--- src/common/drive_pkg.sv ---
package drive_pkg;

    // operating modes of the instrument drive
    // TR moves a set number of steps, TX sweeps while the phase is searched,
    // TP holds on the detuning target
    typedef enum logic [1:0] {
        MODE_TR = 2'd0,  // transport
        MODE_TX = 2'd1,  // search sweep
        MODE_TP = 2'd2   // tracking
    } drive_mode_t;

    // width of the signed motor position count
    localparam int POS_WIDTH = 32;

    // width of the measured phase and of the detuning target
    localparam int PHASE_WIDTH = 32;

    // shortest step period in clocks that the step generator will run with
    localparam int MIN_PERIOD = 2;

endpackage

--- src/common/drive_if.sv ---
`timescale 1ns/1ps

// settings of the active mode, as registered by the mode selector
interface drive_if #(
    parameter int period_width = 32
);
    import drive_pkg::*;

    logic [period_width-1:0] period;    // clocks between step pulses
    logic                    dir;       // 1 steps up, 0 steps down
    logic                    enable;    // motor drive enable
    logic                    count_en;  // transport counting window
    drive_mode_t             mode;      // active mode

    modport source (
        output period,
        output dir,
        output enable,
        output count_en,
        output mode
    );

    modport gen (
        input period,
        input dir,
        input enable
    );

    modport count (
        input count_en
    );

endinterface

--- src/drive_mode_select.sv ---
`timescale 1ns/1ps

module drive_mode_select #(
    parameter int period_width = 32
) (
    input  logic                             clk,
    input  logic                             rst,
    input  logic [period_width-1:0]          period_tr,
    input  logic [period_width-1:0]          period_tx,
    input  logic [period_width-1:0]          period_tp,
    input  logic                             dir_tr,
    input  logic                             dir_tx,
    input  logic                             dir_tp,
    input  logic                             drv_en_tr,
    input  logic                             drv_en_tx,
    input  logic                             drv_en_tp,
    input  logic                             counter_en_tr,
    input  logic                             syncpulse,
    input  logic [drive_pkg::PHASE_WIDTH-1:0] fi_phm,
    input  logic [drive_pkg::PHASE_WIDTH-1:0] detuning,
    drive_if.source                          drv
);
    import drive_pkg::*;

    drive_mode_t             mode_q;
    drive_mode_t             mode_d;
    logic [period_width-1:0] sel_period;
    logic                    sel_dir;
    logic                    sel_en;
    logic                    sel_count_en;

    // next mode from the current mode and the sampled inputs
    always_comb
    begin
        mode_d = mode_q;  // every mode holds when nothing fires
        case (mode_q)
            MODE_TR:
            begin
                if (syncpulse)
                    mode_d = MODE_TX;
            end
            MODE_TX:
            begin
                if (fi_phm == detuning)  // a syncpulse here changes nothing
                    mode_d = MODE_TP;
            end
            MODE_TP:
            begin
                if (fi_phm > detuning)  // lost the target, go back to searching
                    mode_d = MODE_TX;
            end
            default:
                mode_d = MODE_TR;
        endcase
    end

    // settings that belong to the mode about to become active
    always_comb
    begin
        case (mode_d)
            MODE_TX:
            begin
                sel_period   = period_tx;
                sel_dir      = dir_tx;
                sel_en       = drv_en_tx;
                sel_count_en = 1'b0;
            end
            MODE_TP:
            begin
                sel_period   = period_tp;
                sel_dir      = dir_tp;
                sel_en       = drv_en_tp;
                sel_count_en = 1'b0;
            end
            default:
            begin
                sel_period   = period_tr;
                sel_dir      = dir_tr;
                sel_en       = drv_en_tr;
                sel_count_en = counter_en_tr;  // only transport counts pulses
            end
        endcase
    end

    always_ff @(posedge clk)
    begin
        if (rst)
        begin
            mode_q       <= MODE_TR;
            drv.enable   <= 1'b0;
            drv.count_en <= 1'b0;
        end
        else
        begin
            mode_q       <= mode_d;
            drv.enable   <= sel_en;
            drv.count_en <= sel_count_en;
        end
    end

    // period and direction follow the selected mode on every clock
    always_ff @(posedge clk)
    begin
        drv.period <= sel_period;
        drv.dir    <= sel_dir;
    end

    assign drv.mode = mode_q;

endmodule

--- src/step_gen/step_gen.sv ---
`timescale 1ns/1ps

module step_gen #(
    parameter int period_width = 32
) (
    input  logic clk,
    input  logic rst,
    drive_if.gen drv,
    output logic step,
    output logic step_dir
);
    import drive_pkg::*;

    logic                    active;
    logic                    running;
    logic [period_width-1:0] elapsed;     // clocks seen in the current interval
    logic [period_width-1:0] cur_period;  // period of the interval in progress

    // the timer runs only with the drive enabled and a usable period
    assign active = drv.enable && (drv.period >= period_width'(MIN_PERIOD));

    always_ff @(posedge clk)
    begin
        if (rst || !active)
        begin
            running <= 1'b0;
            elapsed <= '0;
            step    <= 1'b0;
        end
        else if (!running)
        begin
            // enable rose on the previous edge, so this is the second clock of the interval
            running    <= 1'b1;
            elapsed    <= period_width'(2);
            cur_period <= drv.period;
            step       <= 1'b0;
        end
        else if (elapsed == cur_period)
        begin
            elapsed    <= period_width'(1);
            cur_period <= drv.period;  // a new period starts with the next interval
            step       <= 1'b1;
        end
        else
        begin
            elapsed <= elapsed + 1'b1;
            step    <= 1'b0;
        end
    end

    // direction is captured on the same edge that raises the step
    always_ff @(posedge clk)
    begin
        if (active && running && (elapsed == cur_period))
            step_dir <= drv.dir;
    end

endmodule

--- src/step_counter.sv ---
`timescale 1ns/1ps

module step_counter #(
    parameter int period_width = 32
) (
    input  logic                                  clk,
    input  logic                                  rst,
    drive_if.count                                drv,
    input  logic                                  step,
    input  logic                                  step_dir,
    input  logic [period_width-1:0]               pulse_number,
    output logic signed [drive_pkg::POS_WIDTH-1:0] position,
    output logic [period_width-1:0]               pulse_count,
    output logic                                  pulse_done
);

    logic [period_width-1:0] count_next;

    assign count_next = pulse_count + 1'b1;

    // position follows every step in every mode
    always_ff @(posedge clk)
    begin
        if (rst)
            position <= '0;
        else if (step)
        begin
            if (step_dir)
                position <= position + 1'b1;
            else
                position <= position - 1'b1;
        end
    end

    // transport pulses are counted only inside the window
    always_ff @(posedge clk)
    begin
        if (rst || !drv.count_en)
        begin
            pulse_count <= '0;
            pulse_done  <= 1'b0;
        end
        else if (step && !pulse_done)
        begin
            pulse_count <= count_next;
            if (count_next == pulse_number)
                pulse_done <= 1'b1;  // saturate here, later steps are not counted
        end
    end

endmodule

--- src/stepper_top.sv ---
`timescale 1ns/1ps

module stepper_top #(
    parameter int period_width = 32
) (
    input  logic                                  clk,
    input  logic                                  rst,
    input  logic [period_width-1:0]               period_tr,
    input  logic [period_width-1:0]               period_tx,
    input  logic [period_width-1:0]               period_tp,
    input  logic                                  dir_tr,
    input  logic                                  dir_tx,
    input  logic                                  dir_tp,
    input  logic                                  drv_en_tr,
    input  logic                                  drv_en_tx,
    input  logic                                  drv_en_tp,
    input  logic                                  counter_en_tr,
    input  logic                                  syncpulse,
    input  logic [drive_pkg::PHASE_WIDTH-1:0]      fi_phm,
    input  logic [drive_pkg::PHASE_WIDTH-1:0]      detuning,
    input  logic [period_width-1:0]               pulse_number,
    output drive_pkg::drive_mode_t                mode,
    output logic                                  step,
    output logic                                  step_dir,
    output logic signed [drive_pkg::POS_WIDTH-1:0] position,
    output logic [period_width-1:0]               pulse_count,
    output logic                                  pulse_done
);

    drive_if #(.period_width(period_width)) drv ();

    drive_mode_select #(.period_width(period_width)) u_mode_select (
        .clk           (clk),
        .rst           (rst),
        .period_tr     (period_tr),
        .period_tx     (period_tx),
        .period_tp     (period_tp),
        .dir_tr        (dir_tr),
        .dir_tx        (dir_tx),
        .dir_tp        (dir_tp),
        .drv_en_tr     (drv_en_tr),
        .drv_en_tx     (drv_en_tx),
        .drv_en_tp     (drv_en_tp),
        .counter_en_tr (counter_en_tr),
        .syncpulse     (syncpulse),
        .fi_phm        (fi_phm),
        .detuning      (detuning),
        .drv           (drv.source)
    );

    step_gen #(.period_width(period_width)) u_step_gen (
        .clk      (clk),
        .rst      (rst),
        .drv      (drv.gen),
        .step     (step),
        .step_dir (step_dir)
    );

    step_counter #(.period_width(period_width)) u_step_counter (
        .clk          (clk),
        .rst          (rst),
        .drv          (drv.count),
        .step         (step),
        .step_dir     (step_dir),
        .pulse_number (pulse_number),
        .position     (position),
        .pulse_count  (pulse_count),
        .pulse_done   (pulse_done)
    );

    assign mode = drv.mode;  // the selector's mode register seen from outside

endmodule

--- config.mk ---
export PLATFORM = sky130hd
export DESIGN_NAME = stepper_top
export DESIGN_NICKNAME = d
export VERILOG_FILES = /design/src/common/drive_pkg.sv /design/src/common/drive_if.sv /design/src/drive_mode_select.sv /design/src/step_gen/step_gen.sv /design/src/step_counter.sv /design/src/stepper_top.sv
export SDC_FILE = /design/constraint.sdc
export NUM_CORES = 1
export LEC_CHECK = 0
export ABC_CLOCK_PERIOD_IN_PS = 11740
export BUFFER_PORTS_ARGS = -buffer_cell sky130_fd_sc_hd__clkbuf_2
export CAP_MARGIN = 25
export CORE_MARGIN = 2
export CORE_UTILIZATION = 35
export CTS_CLUSTER_DIAMETER = 40
export DETAILED_ROUTE_END_ITERATION = 7
export PLACE_DENSITY_LB_ADDON = 0.25
export SETUP_SLACK_MARGIN = 0.1
export SLEW_MARGIN = 25
export SYNTH_ARGS = -nofsm -noshare
export SYNTH_HDL_FRONTEND = slang
export SYNTH_HIERARCHICAL = 1
export SYNTH_SLANG_ARGS = --single-unit
export TNS_END_PERCENT = 5
--- constraint.sdc ---
create_clock -name clk -period 11.74 [get_ports clk]
set_input_delay 2.935 -clock clk [delete_from_list [all_inputs] [get_ports clk]]
set_output_delay 2.935 -clock clk [all_outputs]
set_load 0.02 [all_outputs]
==> impl_results.html, run 1 <==
<table>
<tr><th>Metric</th><th>Value</th></tr>
<tr><th colspan="2">Status</th></tr>
<tr><td>Result of the run</td><td>complete, no violations</td></tr>
<tr><th colspan="2">Placement</th></tr>
<tr><td>Detailed placer's ending HPWL</td><td>22950 um</td></tr>
<tr><td>Number of buffers inserted by port buffering</td><td>270</td></tr>
<tr><td>Placed Cells incl. Taps</td><td>1828</td></tr>
<tr><td>Final weighted congestion in routability-driven placement</td><td>0.9392</td></tr>
<tr><th colspan="2">Timing</th></tr>
<tr><td>Total Neg Setup Slack</td><td>0 ns</td></tr>
<tr><td>Worst setup skew after layout</td><td>0.01422 ns</td></tr>
<tr><td>Number of hold violations in the final report</td><td>0</td></tr>
<tr><td>Pin slew with the least headroom to its limit</td><td>0.9067 ns</td></tr>
<tr><td>Setup repair after global routing missed its margin</td><td>false</td></tr>
<tr><td>Crit path time final</td><td>5.646 ns</td></tr>
<tr><td>Count of pins over their slew limit</td><td>0</td></tr>
<tr><td>Worst slew margin relative to its limit</td><td>0.3955</td></tr>
<tr><td>Final clock period utilization by the worst path</td><td>0.4809</td></tr>
<tr><td>Final-layout worst hold slack</td><td>0.4210 ns</td></tr>
<tr><td>Setup violators final</td><td>0</td></tr>
<tr><td>Max Fclk</td><td>177.1 MHz</td></tr>
<tr><th colspan="2">Yosys</th></tr>
<tr><td>Synth warnings</td><td>6</td></tr>
<tr><td>Synthesized area</td><td>10410 um^2</td></tr>
<tr><td>Top cell types by occurrence after synthesis</td><td>sky130_fd_sc_hd__dfxtp_1, sky130_fd_sc_hd__nor2_1, sky130_fd_sc_hd__nand2_1</td></tr>
<tr><td>Number of flip-flops and latches in the synthesized netlist</td><td>169</td></tr>
<tr><td>Area share of the leading cell type in the synthesized netlist</td><td>0.2616</td></tr>
<tr><td>Asr flop ratio synth</td><td>0</td></tr>
<tr><td>EDFF count, synth</td><td>33</td></tr>
<tr><td>Post-synthesis net count</td><td>1472</td></tr>
<tr><td>Mean post-synth cell area</td><td>8.650 um^2</td></tr>
<tr><td>Top-count cell post-synth</td><td>sky130_fd_sc_hd__dfxtp_1</td></tr>
<tr><td>Yosys cell types</td><td>73</td></tr>
<tr><td>Biggest area consumer among synthesized cells</td><td>sky130_fd_sc_hd__dfxtp_1</td></tr>
<tr><td>Largest cells by area after synthesis</td><td>sky130_fd_sc_hd__dfxtp_1, sky130_fd_sc_hd__edfxtp_1, sky130_fd_sc_hd__ha_1</td></tr>
<tr><td>Most used DFF post-synth</td><td>sky130_fd_sc_hd__dfxtp_1</td></tr>
<tr><td>Seq/Total Area, Yosys</td><td>0.3569</td></tr>
<tr><td>Gate count of the mapped netlist</td><td>1203</td></tr>
<tr><th colspan="2">Worst setup path</th></tr>
<tr><td>Crit Path Max Fanout</td><td>68</td></tr>
<tr><td>Worst setup path class</td><td>in -&gt; reg</td></tr>
<tr><td>Worst EP required</td><td>11.99 ns</td></tr>
<tr><td>Setup crit start kind</td><td>primary input</td></tr>
<tr><td>CP arrival</td><td>5.89 ns</td></tr>
<tr><td>Crit path capture type</td><td>flip-flop</td></tr>
<tr><th colspan="2">Clock network</th></tr>
<tr><td>CTS H-tree lvls</td><td>4</td></tr>
<tr><td>Post-cts sizing count</td><td>0</td></tr>
<tr><td>Number of buffers inserted by post-CTS setup repair</td><td>0</td></tr>
<tr><td>Master cell of the clock root buffer</td><td>sky130_fd_sc_hd__clkbuf_16</td></tr>
<tr><td>CTS Sinks</td><td>169</td></tr>
<tr><td>CTS tree</td><td>done</td></tr>
<tr><td>Source-to-sink clock delay at the later pin of the worst-skew pair</td><td>0.44 ns</td></tr>
<tr><td>Clock slew at the register clock pins of the worst setup and hold paths</td><td>0.08 ns</td></tr>
<tr><td>Number of buffers created by CTS</td><td>17</td></tr>
<tr><td>Maximum buffer depth of the clock tree</td><td>2</td></tr>
<tr><td>Hold_buf cts</td><td>0</td></tr>
<tr><th colspan="2">Global routing</th></tr>
<tr><td>Total global routing track utilization</td><td>0.1899</td></tr>
<tr><td>Pin count of the biggest net entering global routing</td><td>69</td></tr>
<tr><td>Total grt overflow</td><td>0</td></tr>
<tr><td>Global-route wire length before repair</td><td>47210 um</td></tr>
<tr><td>Number of antenna violations at the first check in global routing</td><td>0</td></tr>
<tr><td>Vias in the first global route</td><td>9250</td></tr>
<tr><th colspan="2">Flow run</th></tr>
<tr><td>Number of maximum-capacitance constraint violations</td><td>0</td></tr>
<tr><th colspan="2">Route</th></tr>
<tr><td>Wire length reported by the detailed router</td><td>29630 um</td></tr>
<tr><td>Vias</td><td>9565</td></tr>
<tr><td>DRC errors left</td><td>0</td></tr>
<tr><td>Routed len/inst</td><td>15.93 um</td></tr>
<tr><td>Vias per Instance</td><td>5.142</td></tr>
<tr><td>Number of detailed-route iterations in the first pass</td><td>5</td></tr>
<tr><td>Final ANT Viol Nets</td><td>0</td></tr>
<tr><td>Initial drt markers</td><td>662</td></tr>
<tr><th colspan="2">Layout</th></tr>
<tr><td>Final antenna diode count</td><td>0</td></tr>
<tr><td>Area used by multi-input combinational logic</td><td>6329 um^2</td></tr>
<tr><td>Post-synthesis to final-layout area growth</td><td>22.75%</td></tr>
<tr><td>Fin nets</td><td>1726</td></tr>
<tr><td>Share of post-route cells with drive strength above 1</td><td>0.2333</td></tr>
<tr><td>Final std cells w/o fill</td><td>1860</td></tr>
<tr><td>Register area</td><td>3715 um^2</td></tr>
<tr><td>Number of fill cells</td><td>2987</td></tr>
<tr><th colspan="2">Floorplan</th></tr>
<tr><td>I/O pin count</td><td>271</td></tr>
<tr><td>Vertical die dimension</td><td>176.4 um</td></tr>
<tr><td>Die W</td><td>176.4 um</td></tr>
<tr><td>Initial core utilization</td><td>0.3530</td></tr>
<tr><td>Area of the core</td><td>29480 um^2</td></tr>
<tr><td>FP Rows</td><td>63</td></tr>
<tr><td>Die area</td><td>31130 um^2</td></tr>
<tr><th colspan="2">Pwr</th></tr>
<tr><td>Power per standard cell area</td><td>105.6 nW/um^2</td></tr>
<tr><td>Pleak</td><td>5.454 nW</td></tr>
<tr><td>Worst vdd ir</td><td>0.09914 mV</td></tr>
<tr><th colspan="2">Hold path</th></tr>
<tr><td>HP Class</td><td>reg -&gt; reg</td></tr>
</table>
==> layout make-up <==
cell class,count,share of cell area
multi-input cells,939,0.4954
flip-flops and latches,169,0.2908
repair buffers,278,0.1105
well taps,390,0.03820
clock buffers,17,0.03330
clock inverters,15,0.01646
inverters,52,0.01528
==> state kept, by name, summed over array words and instances (netlist names) <==
name and cells:
u_mode_select/drv.enable 1, u_step_counter/pulse_count 32, u_mode_select/drv.count_en 1, u_mode_select/drv.dir 1, u_step_counter/pulse_done 1, u_step_gen/step 1
u_mode_select/drv.mode 2, u_step_gen/elapsed 32, u_step_gen/cur_period 32, u_step_gen/step_dir 1, u_mode_select/drv.period 32, u_step_counter/position 32
u_step_gen/running 1
==> final timing paths <==
kind,cells after the start,slack (ns),end,from
max,10,6.09,u_mode_select/drv.dir$_DFF_P_,detuning[13]
min,0,0.42,u_step_gen/step_dir$_DFFE_PP_,u_mode_select/drv.dir$_DFF_P_
max reg2reg,11,8.11,u_step_counter/position[28]$_SDFFE_PP0P_,u_step_gen/step_dir$_DFFE_PP_
min reg2reg,0,0.42,u_step_gen/step_dir$_DFFE_PP_,u_mode_select/drv.dir$_DFF_P_
==> cell usage in the layout, fill, tap and decap left out, drive strengths merged, types with 8 or more instances in the layout <==
master,Yosys,routed
a21oi,66,66
xnor2,79,79
a31oi,9,9
a21o,16,16
clkbuf,32,287
mux2i,13,13
a22oi,35,35
buf,11,8
nand4,24,24
inv,51,58
ha,66,66
and3,24,24
or3,15,15
nor4,25,25
and4,11,11
edfxtp,33,33
and2,8,8
clkinv,1,8
nand2,105,105
o21ai,71,71
xor2,82,82
nor3,33,33
a211oi,10,10
nand3,44,44
dfxtp,136,136
nor2,118,118
==> worst max-delay path, cell delays in order <==
cell and delay (ns):
sky130_fd_sc_hd__clkbuf_2 0.10, sky130_fd_sc_hd__inv_1 0.04, sky130_fd_sc_hd__ha_1 0.29, sky130_fd_sc_hd__nand4_1 0.20, sky130_fd_sc_hd__nor4_1 0.55, sky130_fd_sc_hd__a311oi_1 0.18, sky130_fd_sc_hd__a21oi_1 0.25, sky130_fd_sc_hd__a21oi_1 0.07
sky130_fd_sc_hd__ha_2 0.95, sky130_fd_sc_hd__o21ai_0 0.32
==> cells by family (layout without fill, tap and decap cells) <==
logic type,Yosys count,count (layout),synth area share
flip-flops,169,169,0.3569
XOR/XNOR,161,161,0.1355
buffers and inverters,95,362,0.03643
multiplexers,14,14,0.01359
adder cells (fa/ha/maj),67,67,0.08128
AND/OR/NAND/NOR,436,436,0.2155
AO/OA/AOI/OAI,261,261,0.1609
==> layer usage <==
layer  global-route usage  share of wire
met1               0.2374           0.44
met2               0.3281           0.49
met3              0.04285          0.053
met4              0.05234          0.016
met5                    0              0
==> metrics by stage <==
| stage | area [um^2] | worst slack, ns | power [mW] | util |
|---|---|---|---|---|
| floorplan | 10410 | 5.574 | 0.6996 | - |
| global placement | 12130 | 5.809 | 0.7610 | 0.4114 |
| detailed placement | 12130 | 5.699 | 0.7628 | 0.4114 |
| CTS | 12760 | 6.156 | 1.365 | 0.4330 |
| global route | 12770 | 5.771 | 1.405 | 0.4333 |
| finish | 12770 | 6.094 | 1.349 | 0.4333 |
==> power breakdown <==
group	leakage, nW	switching [mW]	internal, mW
Sequential	1.41	0.0118	0.614
Clock	0.301	0.304	0.297
Combinational	3.74	0.0660	0.0562
Total	5.45	0.382	0.967
(Power assumes the default switching activity.)
==> run 2, diff against run 1 <==
- ABC_CLOCK_PERIOD_IN_PS: 11740 -> 5600
- clock period: 11.74 -> 5.6 ns (I/O delays scaled with it)
==> run 2 against run 1 <==
- via count increased by 0.72%
- critical path depth increased by 1
- clock power increased by 100%
- setup slack got worse by 4.6 ns
- die area unchanged
- routed wire length increased by 1.0%
- power increased by 110%
- sequential power increased by 110%
- count of clock-buffer cells in the layout unchanged
==> impl_results.html, run 2 (synthesis results as in run 1) <==
<table>
<tr><th>Metric</th><th>Value</th></tr>
<tr><th colspan="2">Status</th></tr>
<tr><td>Result of the run</td><td>complete, no violations</td></tr>
<tr><th colspan="2">Layout</th></tr>
<tr><td>Number of fill cells</td><td>3038 (+1.7%)</td></tr>
<tr><td>Post-synthesis to final-layout area growth</td><td>22.30%</td></tr>
<tr><td>Register area</td><td>3715 um^2 (unchanged)</td></tr>
<tr><td>Most common library cell in the layout ignoring fill and taps</td><td>sky130_fd_sc_hd__clkbuf_2</td></tr>
<tr><td>Most frequent cells in the layout</td><td>sky130_fd_sc_hd__clkbuf_2, sky130_fd_sc_hd__dfxtp_1, sky130_fd_sc_hd__nor2_1</td></tr>
<tr><td>Fin nets</td><td>1725 (-0.058%)</td></tr>
<tr><td>Share of post-route cells with drive strength above 1</td><td>0.2342 (+0.0008396)</td></tr>
<tr><td>Final non-filler cell area</td><td>12730 um^2 (-0.36%)</td></tr>
<tr><td>Final antenna diode count</td><td>0 (unchanged)</td></tr>
<tr><td>Area used by multi-input combinational logic</td><td>6325 um^2 (about the same)</td></tr>
<tr><th colspan="2">Route</th></tr>
<tr><td>Routed len/inst</td><td>16.10 um (+1.1%)</td></tr>
<tr><td>Final ANT Viol Nets</td><td>0 (unchanged)</td></tr>
<tr><td>Vias</td><td>9634 (+0.72%)</td></tr>
<tr><td>DRC errors left</td><td>0 (unchanged)</td></tr>
<tr><td>Initial drt markers</td><td>556 (-16%)</td></tr>
<tr><td>Number of detailed-route iterations in the first pass</td><td>5 (unchanged)</td></tr>
<tr><td>Vias per Instance</td><td>5.182 (+0.78%)</td></tr>
<tr><td>Wire length reported by the detailed router</td><td>29940 um (+1.0%)</td></tr>
<tr><th colspan="2">Worst setup path</th></tr>
<tr><td>Number of buffers and inverters on the critical path</td><td>3 (+1)</td></tr>
<tr><td>CP most frequent cell</td><td>sky130_fd_sc_hd__a21oi_1</td></tr>
<tr><td>Worst-case register-to-register setup slack</td><td>1.92 ns (-6.19 ns)</td></tr>
<tr><td>End of the worst register-to-register path</td><td>u_step_counter/position[28]$_SDFFE_PP0P_</td></tr>
<tr><td>Worst path top cell family by delay</td><td>adder cells</td></tr>
<tr><td>Cells traversed along the worst timing path</td><td>clkbuf_2, inv_1, ha_1, nand4_1, nor4_1, a311oi_1, a21oi_1, a21oi_1, ha_2, buf_4, o21ai_0</td></tr>
<tr><td>Largest stage delay on the critical path</td><td>0.71 ns (-0.24 ns)</td></tr>
<tr><td>CP arrival</td><td>4.39 ns (-1.50 ns)</td></tr>
<tr><td>Crit Path Max Fanout</td><td>38 (-44%)</td></tr>
<tr><td>Master of the slowest instance on the critical path</td><td>sky130_fd_sc_hd__ha_2</td></tr>
<tr><td>Worst EP required</td><td>5.89 ns (-6.10 ns)</td></tr>
<tr><td>Crit path capture type</td><td>flip-flop</td></tr>
<tr><td>FF-to-FF Start</td><td>u_step_gen/step_dir$_DFFE_PP_</td></tr>
<tr><td>Depth of the worst register-to-register path</td><td>10 (-1)</td></tr>
<tr><td>Worst setup path class</td><td>in -&gt; reg</td></tr>
<tr><td>Setup crit start kind</td><td>primary input</td></tr>
<tr><th colspan="2">Flow run</th></tr>
<tr><td>Number of maximum-capacitance constraint violations</td><td>0 (unchanged)</td></tr>
<tr><th colspan="2">Clock network</th></tr>
<tr><td>Maximum buffer depth of the clock tree</td><td>2 (unchanged)</td></tr>
<tr><td>CTS H-tree lvls</td><td>4 (unchanged)</td></tr>
<tr><td>Post-cts sizing count</td><td>0 (unchanged)</td></tr>
<tr><td>Source-to-sink clock delay at the later pin of the worst-skew pair</td><td>0.44 ns (about the same)</td></tr>
<tr><td>CTS Sinks</td><td>169 (unchanged)</td></tr>
<tr><td>Number of buffers created by CTS</td><td>17 (unchanged)</td></tr>
<tr><td>Clock slew at the register clock pins of the worst setup and hold paths</td><td>0.08 ns (about the same)</td></tr>
<tr><td>Number of buffers inserted by post-CTS setup repair</td><td>0 (unchanged)</td></tr>
<tr><td>Hold_buf cts</td><td>0 (unchanged)</td></tr>
<tr><td>CTS tree</td><td>done</td></tr>
<tr><td>Master cell of the clock root buffer</td><td>sky130_fd_sc_hd__clkbuf_16</td></tr>
<tr><th colspan="2">Timing</th></tr>
<tr><td>Max Fclk</td><td>244.1 MHz</td></tr>
<tr><td>Final clock period utilization by the worst path</td><td>0.7316</td></tr>
<tr><td>Total Neg Setup Slack</td><td>0 ns (unchanged)</td></tr>
<tr><td>Count of pins over their slew limit</td><td>0 (unchanged)</td></tr>
<tr><td>Setup violators final</td><td>0 (unchanged)</td></tr>
<tr><td>Setup repair after global routing missed its margin</td><td>false</td></tr>
<tr><td>Crit path time final</td><td>4.097 ns</td></tr>
<tr><td>Worst setup skew after layout</td><td>0.01906 ns (+0.004839 ns)</td></tr>
<tr><td>Pin slew with the least headroom to its limit</td><td>0.9597 ns (+0.05304 ns)</td></tr>
<tr><td>Number of hold violations in the final report</td><td>0 (unchanged)</td></tr>
<tr><td>Final-layout worst hold slack</td><td>0.4127 ns (-0.008317 ns)</td></tr>
<tr><td>Worst slew margin relative to its limit</td><td>0.3549 (-0.04069)</td></tr>
<tr><th colspan="2">Floorplan</th></tr>
<tr><td>I/O pin count</td><td>271 (unchanged)</td></tr>
<tr><td>Die W</td><td>176.4 um (unchanged)</td></tr>
<tr><td>Area of the core</td><td>29480 um^2 (unchanged)</td></tr>
<tr><td>Vertical die dimension</td><td>176.4 um (unchanged)</td></tr>
<tr><td>Die area</td><td>31130 um^2 (unchanged)</td></tr>
<tr><td>Initial core utilization</td><td>0.3530 (unchanged)</td></tr>
<tr><td>FP Rows</td><td>63 (unchanged)</td></tr>
<tr><th colspan="2">Global routing</th></tr>
<tr><td>Pin count of the biggest net entering global routing</td><td>43 (-38%)</td></tr>
<tr><td>Global-route wire length before repair</td><td>47350 um (+0.29%)</td></tr>
<tr><td>Total grt overflow</td><td>0 (unchanged)</td></tr>
<tr><td>Number of antenna violations at the first check in global routing</td><td>0 (unchanged)</td></tr>
<tr><td>Vias in the first global route</td><td>9200 (-0.54%)</td></tr>
<tr><td>Total global routing track utilization</td><td>0.1912 (+0.001271)</td></tr>
<tr><th colspan="2">Placement</th></tr>
<tr><td>Final weighted congestion in routability-driven placement</td><td>0.9794 (+4.3%)</td></tr>
<tr><td>Placed Area</td><td>12120 um^2 (about the same)</td></tr>
<tr><td>Detailed placer's ending HPWL</td><td>23310 um (+1.6%)</td></tr>
<tr><td>Number of buffers inserted by port buffering</td><td>270 (unchanged)</td></tr>
<tr><th colspan="2">Pwr</th></tr>
<tr><td>Worst vdd ir</td><td>0.2037 mV (+110%)</td></tr>
<tr><td>Sw frac</td><td>0.2740 (-0.009275)</td></tr>
<tr><td>Internal portion of total power</td><td>2.012 mW (+110%)</td></tr>
<tr><td>Clock share of power</td><td>0.432 (-0.014)</td></tr>
<tr><td>Power per standard cell area</td><td>217.7 nW/um^2 (+110%)</td></tr>
<tr><td>Post-route total power</td><td>2.771 mW (+110%)</td></tr>
<tr><td>Share of total power in combinational logic</td><td>0.094 (+0.003)</td></tr>
<tr><td>Switching power</td><td>0.7592 mW (+99%)</td></tr>
<tr><td>Flop pwr share</td><td>0.474 (+0.010)</td></tr>
<tr><td>Pleak</td><td>5.415 nW (-0.71%)</td></tr>
<tr><th colspan="2">Hold path</th></tr>
<tr><td>Start point of the worst min-delay path</td><td>u_mode_select/drv.period[0]$_DFF_P_</td></tr>
<tr><td>HP Class</td><td>reg -&gt; reg</td></tr>
<tr><td>Worst min-delay path endpoint</td><td>u_step_gen/cur_period[0]$_DFFE_PP_</td></tr>
<tr><td>Worst Hold Depth</td><td>0 (unchanged)</td></tr>
</table>
[run 2: worst max-delay path by stage]
| stage | start | endpoint | slack, ns | cells past startpoint |
|---|---|---|---|---|
| 5_1_grt | detuning[9] | u_mode_select/drv.period[20]$_DFF_P_ | 1.15 | 10 |
| 6_report | detuning[13] | u_mode_select/drv.period[20]$_DFF_P_ | 1.50 | 11 |
| 3_3_place_gp | detuning[27] | u_mode_select/drv.period[20]$_DFF_P_ | 0.94 | 11 |
| 2_1_floorplan | rst | u_step_gen/cur_period[0]$_DFFE_PP_ | 0.97 | 3 |
| 3_5_place_dp | detuning[13] | u_mode_select/drv.period[20]$_DFF_P_ | 1.15 | 11 |
| 4_1_cts | detuning[13] | u_mode_select/drv.period[20]$_DFF_P_ | 1.61 | 11 |
[run 2: final cells by class]
type,count,share of cell area
Timing Repair Buffer,277,0.1103
Inverter,52,0.01534
Tap cell,390,0.03834
Multi-Input combinational cell,939,0.4970
Sequential cell,169,0.2919
Clock buffer,17,0.03343
Clock inverter,15,0.01376
[run 2: power by group through the flow]
stage	Clock [mW]	Sequential (mW)	Combinational (mW)
4_1_cts	1.23	1.31	0.261
3_5_place_dp	0	1.34	0.259
6_report	1.20	1.31	0.260
3_3_place_gp	0	1.34	0.256
2_1_floorplan	0	1.33	0.135
5_1_grt	1.28	1.32	0.291
[run 2: metrics by stage]
stage	std cells	worst slack (ns)	util
4_1_cts	1859	1.612	0.4316
3_3_place_gp	1827	0.9421	0.4112
5_1_grt	1859	1.152	0.4317
2_1_floorplan	1203	0.9687	-
6_report	1859	1.503	0.4317
3_5_place_dp	1827	1.147	0.4113
[run 2: per-layer routing]
| layer | vias up | global-route usage | part of all wire |
|---|---|---|---|
| li1 | 4838 | - | - |
| met1 | 4464 | 0.2419 | 0.44 |
| met2 | 301 | 0.3281 | 0.48 |
| met3 | 31 | 0.03618 | 0.059 |
| met4 | 0 | 0.06095 | 0.016 |
| met5 | - | 0 | 0 |
==> run 3, diff against run 2 <==
- ABC_CLOCK_PERIOD_IN_PS: 5600 -> 3310
- clock period: 5.6 -> 3.31 ns (I/O delays scaled with it)
==> run 3 against run 2 <==
- highest routed layer unchanged
- count of clock-buffer cells in the layout unchanged
- largest power group unchanged
- register-to-register slack worse by 1.7 ns
- routed wire length grew 1.0%
- clock power is 68% higher
- cell area is 2.7% higher
- setup slack worse by 1.3 ns
- flip-flop and latch count unchanged
==> impl_results.html, run 3 (synthesis results as in run 1) <==
<table>
<tr><th>Metric</th><th>Value</th></tr>
<tr><th colspan="2">Status</th></tr>
<tr><td>Result of the run</td><td>complete, no violations</td></tr>
<tr><th colspan="2">Layout</th></tr>
<tr><td>Core Util, Final</td><td>0.4432 (+0.01146)</td></tr>
<tr><td>Final antenna diode count</td><td>0 (unchanged)</td></tr>
<tr><td>Final non-filler cell area</td><td>13070 um^2 (+2.7%)</td></tr>
<tr><td>Post-synthesis to final-layout area growth</td><td>25.55%</td></tr>
<tr><td>Most frequent cells in the layout</td><td>sky130_fd_sc_hd__clkbuf_2, sky130_fd_sc_hd__dfxtp_1, sky130_fd_sc_hd__nor2_1</td></tr>
<tr><td>Share of post-route cells with drive strength above 1</td><td>0.2537 (+0.01951)</td></tr>
<tr><td>Fin nets</td><td>1750 (+1.4%)</td></tr>
<tr><td>Most common library cell in the layout ignoring fill and taps</td><td>sky130_fd_sc_hd__clkbuf_2</td></tr>
<tr><td>Final std cells w/o fill</td><td>1884 (+1.3%)</td></tr>
<tr><th colspan="2">Pwr</th></tr>
<tr><td>Clock share of power</td><td>0.429 (-0.003)</td></tr>
<tr><td>Internal portion of total power</td><td>3.412 mW (+70%)</td></tr>
<tr><td>Power per standard cell area</td><td>358.6 nW/um^2 (+65%)</td></tr>
<tr><td>Flop pwr share</td><td>0.474 (about the same)</td></tr>
<tr><td>Worst vdd ir</td><td>0.3681 mV (+81%)</td></tr>
<tr><td>Switching power</td><td>1.273 mW (+68%)</td></tr>
<tr><td>Pleak</td><td>5.581 nW (+3.1%)</td></tr>
<tr><td>Share of total power in combinational logic</td><td>0.096 (+0.002)</td></tr>
<tr><td>Sw frac</td><td>0.2718 (-0.002213)</td></tr>
<tr><th colspan="2">Clock network</th></tr>
<tr><td>CTS H-tree lvls</td><td>4 (unchanged)</td></tr>
<tr><td>Number of buffers created by CTS</td><td>17 (unchanged)</td></tr>
<tr><td>Clock slew at the register clock pins of the worst setup and hold paths</td><td>0.08 ns (about the same)</td></tr>
<tr><td>Hold_buf cts</td><td>0 (unchanged)</td></tr>
<tr><td>CTS tree</td><td>done</td></tr>
<tr><td>Maximum buffer depth of the clock tree</td><td>2 (unchanged)</td></tr>
<tr><td>Master cell of the clock root buffer</td><td>sky130_fd_sc_hd__clkbuf_16</td></tr>
<tr><td>CTS Sinks</td><td>169 (unchanged)</td></tr>
<tr><td>Source-to-sink clock delay at the later pin of the worst-skew pair</td><td>0.44 ns (about the same)</td></tr>
<tr><th colspan="2">Worst setup path</th></tr>
<tr><td>Worst EP required</td><td>3.67 ns (-2.22 ns)</td></tr>
<tr><td>Master of the slowest instance on the critical path</td><td>sky130_fd_sc_hd__edfxtp_1</td></tr>
<tr><td>Worst setup path class</td><td>reg -&gt; reg</td></tr>
<tr><td>Crit path capture type</td><td>flip-flop</td></tr>
<tr><td>Cells traversed along the worst timing path</td><td>clkinvlp_4, buf_12, ha_1, or3_1, a31o_2, a21oi_1, a311o_1, o21ai_1, a31oi_1, mux2_2, a21oi_1</td></tr>
<tr><td>CP arrival</td><td>3.43 ns (-0.96 ns)</td></tr>
<tr><td>Crit Path Max Fanout</td><td>17 (-55%)</td></tr>
<tr><td>Setup crit start kind</td><td>flip-flop</td></tr>
<tr><td>CP most frequent cell</td><td>sky130_fd_sc_hd__a21oi_1</td></tr>
<tr><td>Largest stage delay on the critical path</td><td>0.44 ns (-0.27 ns)</td></tr>
<tr><th colspan="2">Timing</th></tr>
<tr><td>Final clock period utilization by the worst path</td><td>0.9288</td></tr>
<tr><td>Worst setup skew after layout</td><td>0.02080 ns (+0.001745 ns)</td></tr>
<tr><td>Pin slew with the least headroom to its limit</td><td>0.7599 ns (-0.1998 ns)</td></tr>
<tr><td>Total Neg Setup Slack</td><td>0 ns (unchanged)</td></tr>
<tr><td>Worst slew margin relative to its limit</td><td>0.4803 (+0.1254)</td></tr>
<tr><td>Count of pins over their slew limit</td><td>0 (unchanged)</td></tr>
<tr><td>Setup repair after global routing missed its margin</td><td>true</td></tr>
<tr><td>Crit path time final</td><td>3.074 ns</td></tr>
<tr><td>Max Fclk</td><td>325.3 MHz</td></tr>
<tr><td>Setup violators final</td><td>0 (unchanged)</td></tr>
<tr><td>Number of hold violations in the final report</td><td>0 (unchanged)</td></tr>
<tr><th colspan="2">Global routing</th></tr>
<tr><td>Total global routing track utilization</td><td>0.1935 (+0.002286)</td></tr>
<tr><td>Pin count of the biggest net entering global routing</td><td>55 (+28%)</td></tr>
<tr><td>Global-route wire length before repair</td><td>48090 um (+1.6%)</td></tr>
<tr><td>Total grt overflow</td><td>0 (unchanged)</td></tr>
<tr><td>Vias in the first global route</td><td>9475 (+3.0%)</td></tr>
<tr><td>Number of antenna violations at the first check in global routing</td><td>0 (unchanged)</td></tr>
<tr><th colspan="2">Route</th></tr>
<tr><td>Vias</td><td>9685 (+0.53%)</td></tr>
<tr><td>Number of detailed-route iterations in the first pass</td><td>5 (unchanged)</td></tr>
<tr><td>Final ANT Viol Nets</td><td>0 (unchanged)</td></tr>
<tr><td>Initial drt markers</td><td>595 (+7.0%)</td></tr>
<tr><td>Vias per Instance</td><td>5.141 (-0.80%)</td></tr>
<tr><td>Routed len/inst</td><td>16.05 um (-0.31%)</td></tr>
<tr><td>Wire length reported by the detailed router</td><td>30240 um (+1.0%)</td></tr>
<tr><td>DRC errors left</td><td>0 (unchanged)</td></tr>
<tr><th colspan="2">Placement</th></tr>
<tr><td>Final weighted congestion in routability-driven placement</td><td>0.9084 (-7.2%)</td></tr>
<tr><td>Detailed placer's ending HPWL</td><td>23620 um (+1.3%)</td></tr>
<tr><td>Placed Cells incl. Taps</td><td>1848 (+1.1%)</td></tr>
<tr><td>Placed Area</td><td>12340 um^2 (+1.8%)</td></tr>
<tr><td>Number of buffers inserted by port buffering</td><td>270 (unchanged)</td></tr>
<tr><th colspan="2">Flow run</th></tr>
<tr><td>Number of maximum-capacitance constraint violations</td><td>0 (unchanged)</td></tr>
<tr><th colspan="2">Floorplan</th></tr>
<tr><td>Initial core utilization</td><td>0.3530 (unchanged)</td></tr>
<tr><td>Area of the core</td><td>29480 um^2 (unchanged)</td></tr>
<tr><td>I/O pin count</td><td>271 (unchanged)</td></tr>
<tr><td>Vertical die dimension</td><td>176.4 um (unchanged)</td></tr>
<tr><td>FP Rows</td><td>63 (unchanged)</td></tr>
<tr><td>Die area</td><td>31130 um^2 (unchanged)</td></tr>
<tr><td>Die W</td><td>176.4 um (unchanged)</td></tr>
<tr><th colspan="2">Hold path</th></tr>
<tr><td>HP Class</td><td>reg -&gt; reg</td></tr>
</table>
==> run 3: cell types whose count changed in the layout (fill, tap and decap cells not counted), moves of 2 or more <==
cell,delta
sky130_fd_sc_hd__clkinv_4,+2
sky130_fd_sc_hd__buf_12,+4
sky130_fd_sc_hd__clkinv_8,+2
sky130_fd_sc_hd__buf_4,+20
sky130_fd_sc_hd__inv_8,-3
==> run 3: final cells by class <==
| type | instances | area (um^2) |
|---|---|---|
| inverter | 52 | 198.9 |
| tap | 390 | 488.0 |
| fill | 3010 | 16420 |
| clock buffer | 17 | 425.4 |
| timing repair buffer | 302 | 1659 |
| sequential | 169 | 3715 |
| multi-input combinational | 939 | 6400 |
| clock inverter | 15 | 178.9 |
==> run 3: what timing repair did <==
action                                  4_1_cts  5_1_grt
cloned                                        0        1
resized for setup                             1       11
setup buffers                                 1        2
pin swaps                                     1        1
endpoints found under the hold margin         0        0
endpoints found under the setup margin        1        9
==> run 3: power groups by stage <==
| stage | clock network (mW) | logic (mW) | registers (mW) |
|---|---|---|---|
| final | 2.01 | 0.451 | 2.22 |
| after global routing | 2.14 | 0.511 | 2.23 |
| after CTS | 2.06 | 0.456 | 2.22 |
| after detailed placement | 0 | 0.454 | 2.27 |
| after global placement | 0 | 0.447 | 2.27 |
| after floorplan | 0 | 0.229 | 2.25 |
==> run 3: worst max-delay path, delay by kind of cell, from the launching register on <==
family / cells / cell delay [ns]
AOI/OAI and AO/OA: 6 / 1.11
muxes: 1 / 0.36
and+or+nand+nor: 1 / 0.38
buffers and inverters: 2 / 0.32
DFF: 1 / 0.44
adders and majority gates: 1 / 0.38
==> run 3: path summary, 6_finish.rpt <==
check / from / endpoint / slack, ns / cells past startpoint
max reg2reg: u_step_gen/step_dir$_DFFE_PP_ / u_step_counter/position[23]$_SDFFE_PP0P_ / 0.24 / 11
min: u_mode_select/drv.dir$_DFF_P_ / u_step_gen/step_dir$_DFFE_PP_ / 0.41 / 0
min reg2reg: u_mode_select/drv.dir$_DFF_P_ / u_step_gen/step_dir$_DFFE_PP_ / 0.41 / 0
max: u_step_gen/step_dir$_DFFE_PP_ / u_step_counter/position[23]$_SDFFE_PP0P_ / 0.24 / 11
==> run 3: metrics by stage <==
stage	total power, mW	hold WS [ns]	setup slack [ns]
after CTS	4.742	0.4076	0.08681
final	4.685	0.4094	0.2356
after floorplan	2.481	0.3855	0.04118
after detailed placement	2.726	0.3902	-0.03411
after global routing	4.879	0.4359	0.09141
after global placement	2.719	0.4046	-0.03577
==> run 3: routing by layer <==
metal,GRT usage,vias to the layer above,part of all wire
li1,-,4883,-
met1,0.2359,4482,0.43
met2,0.3351,278,0.48
met3,0.04199,42,0.059
met4,0.06956,0,0.023
met5,0,-,0
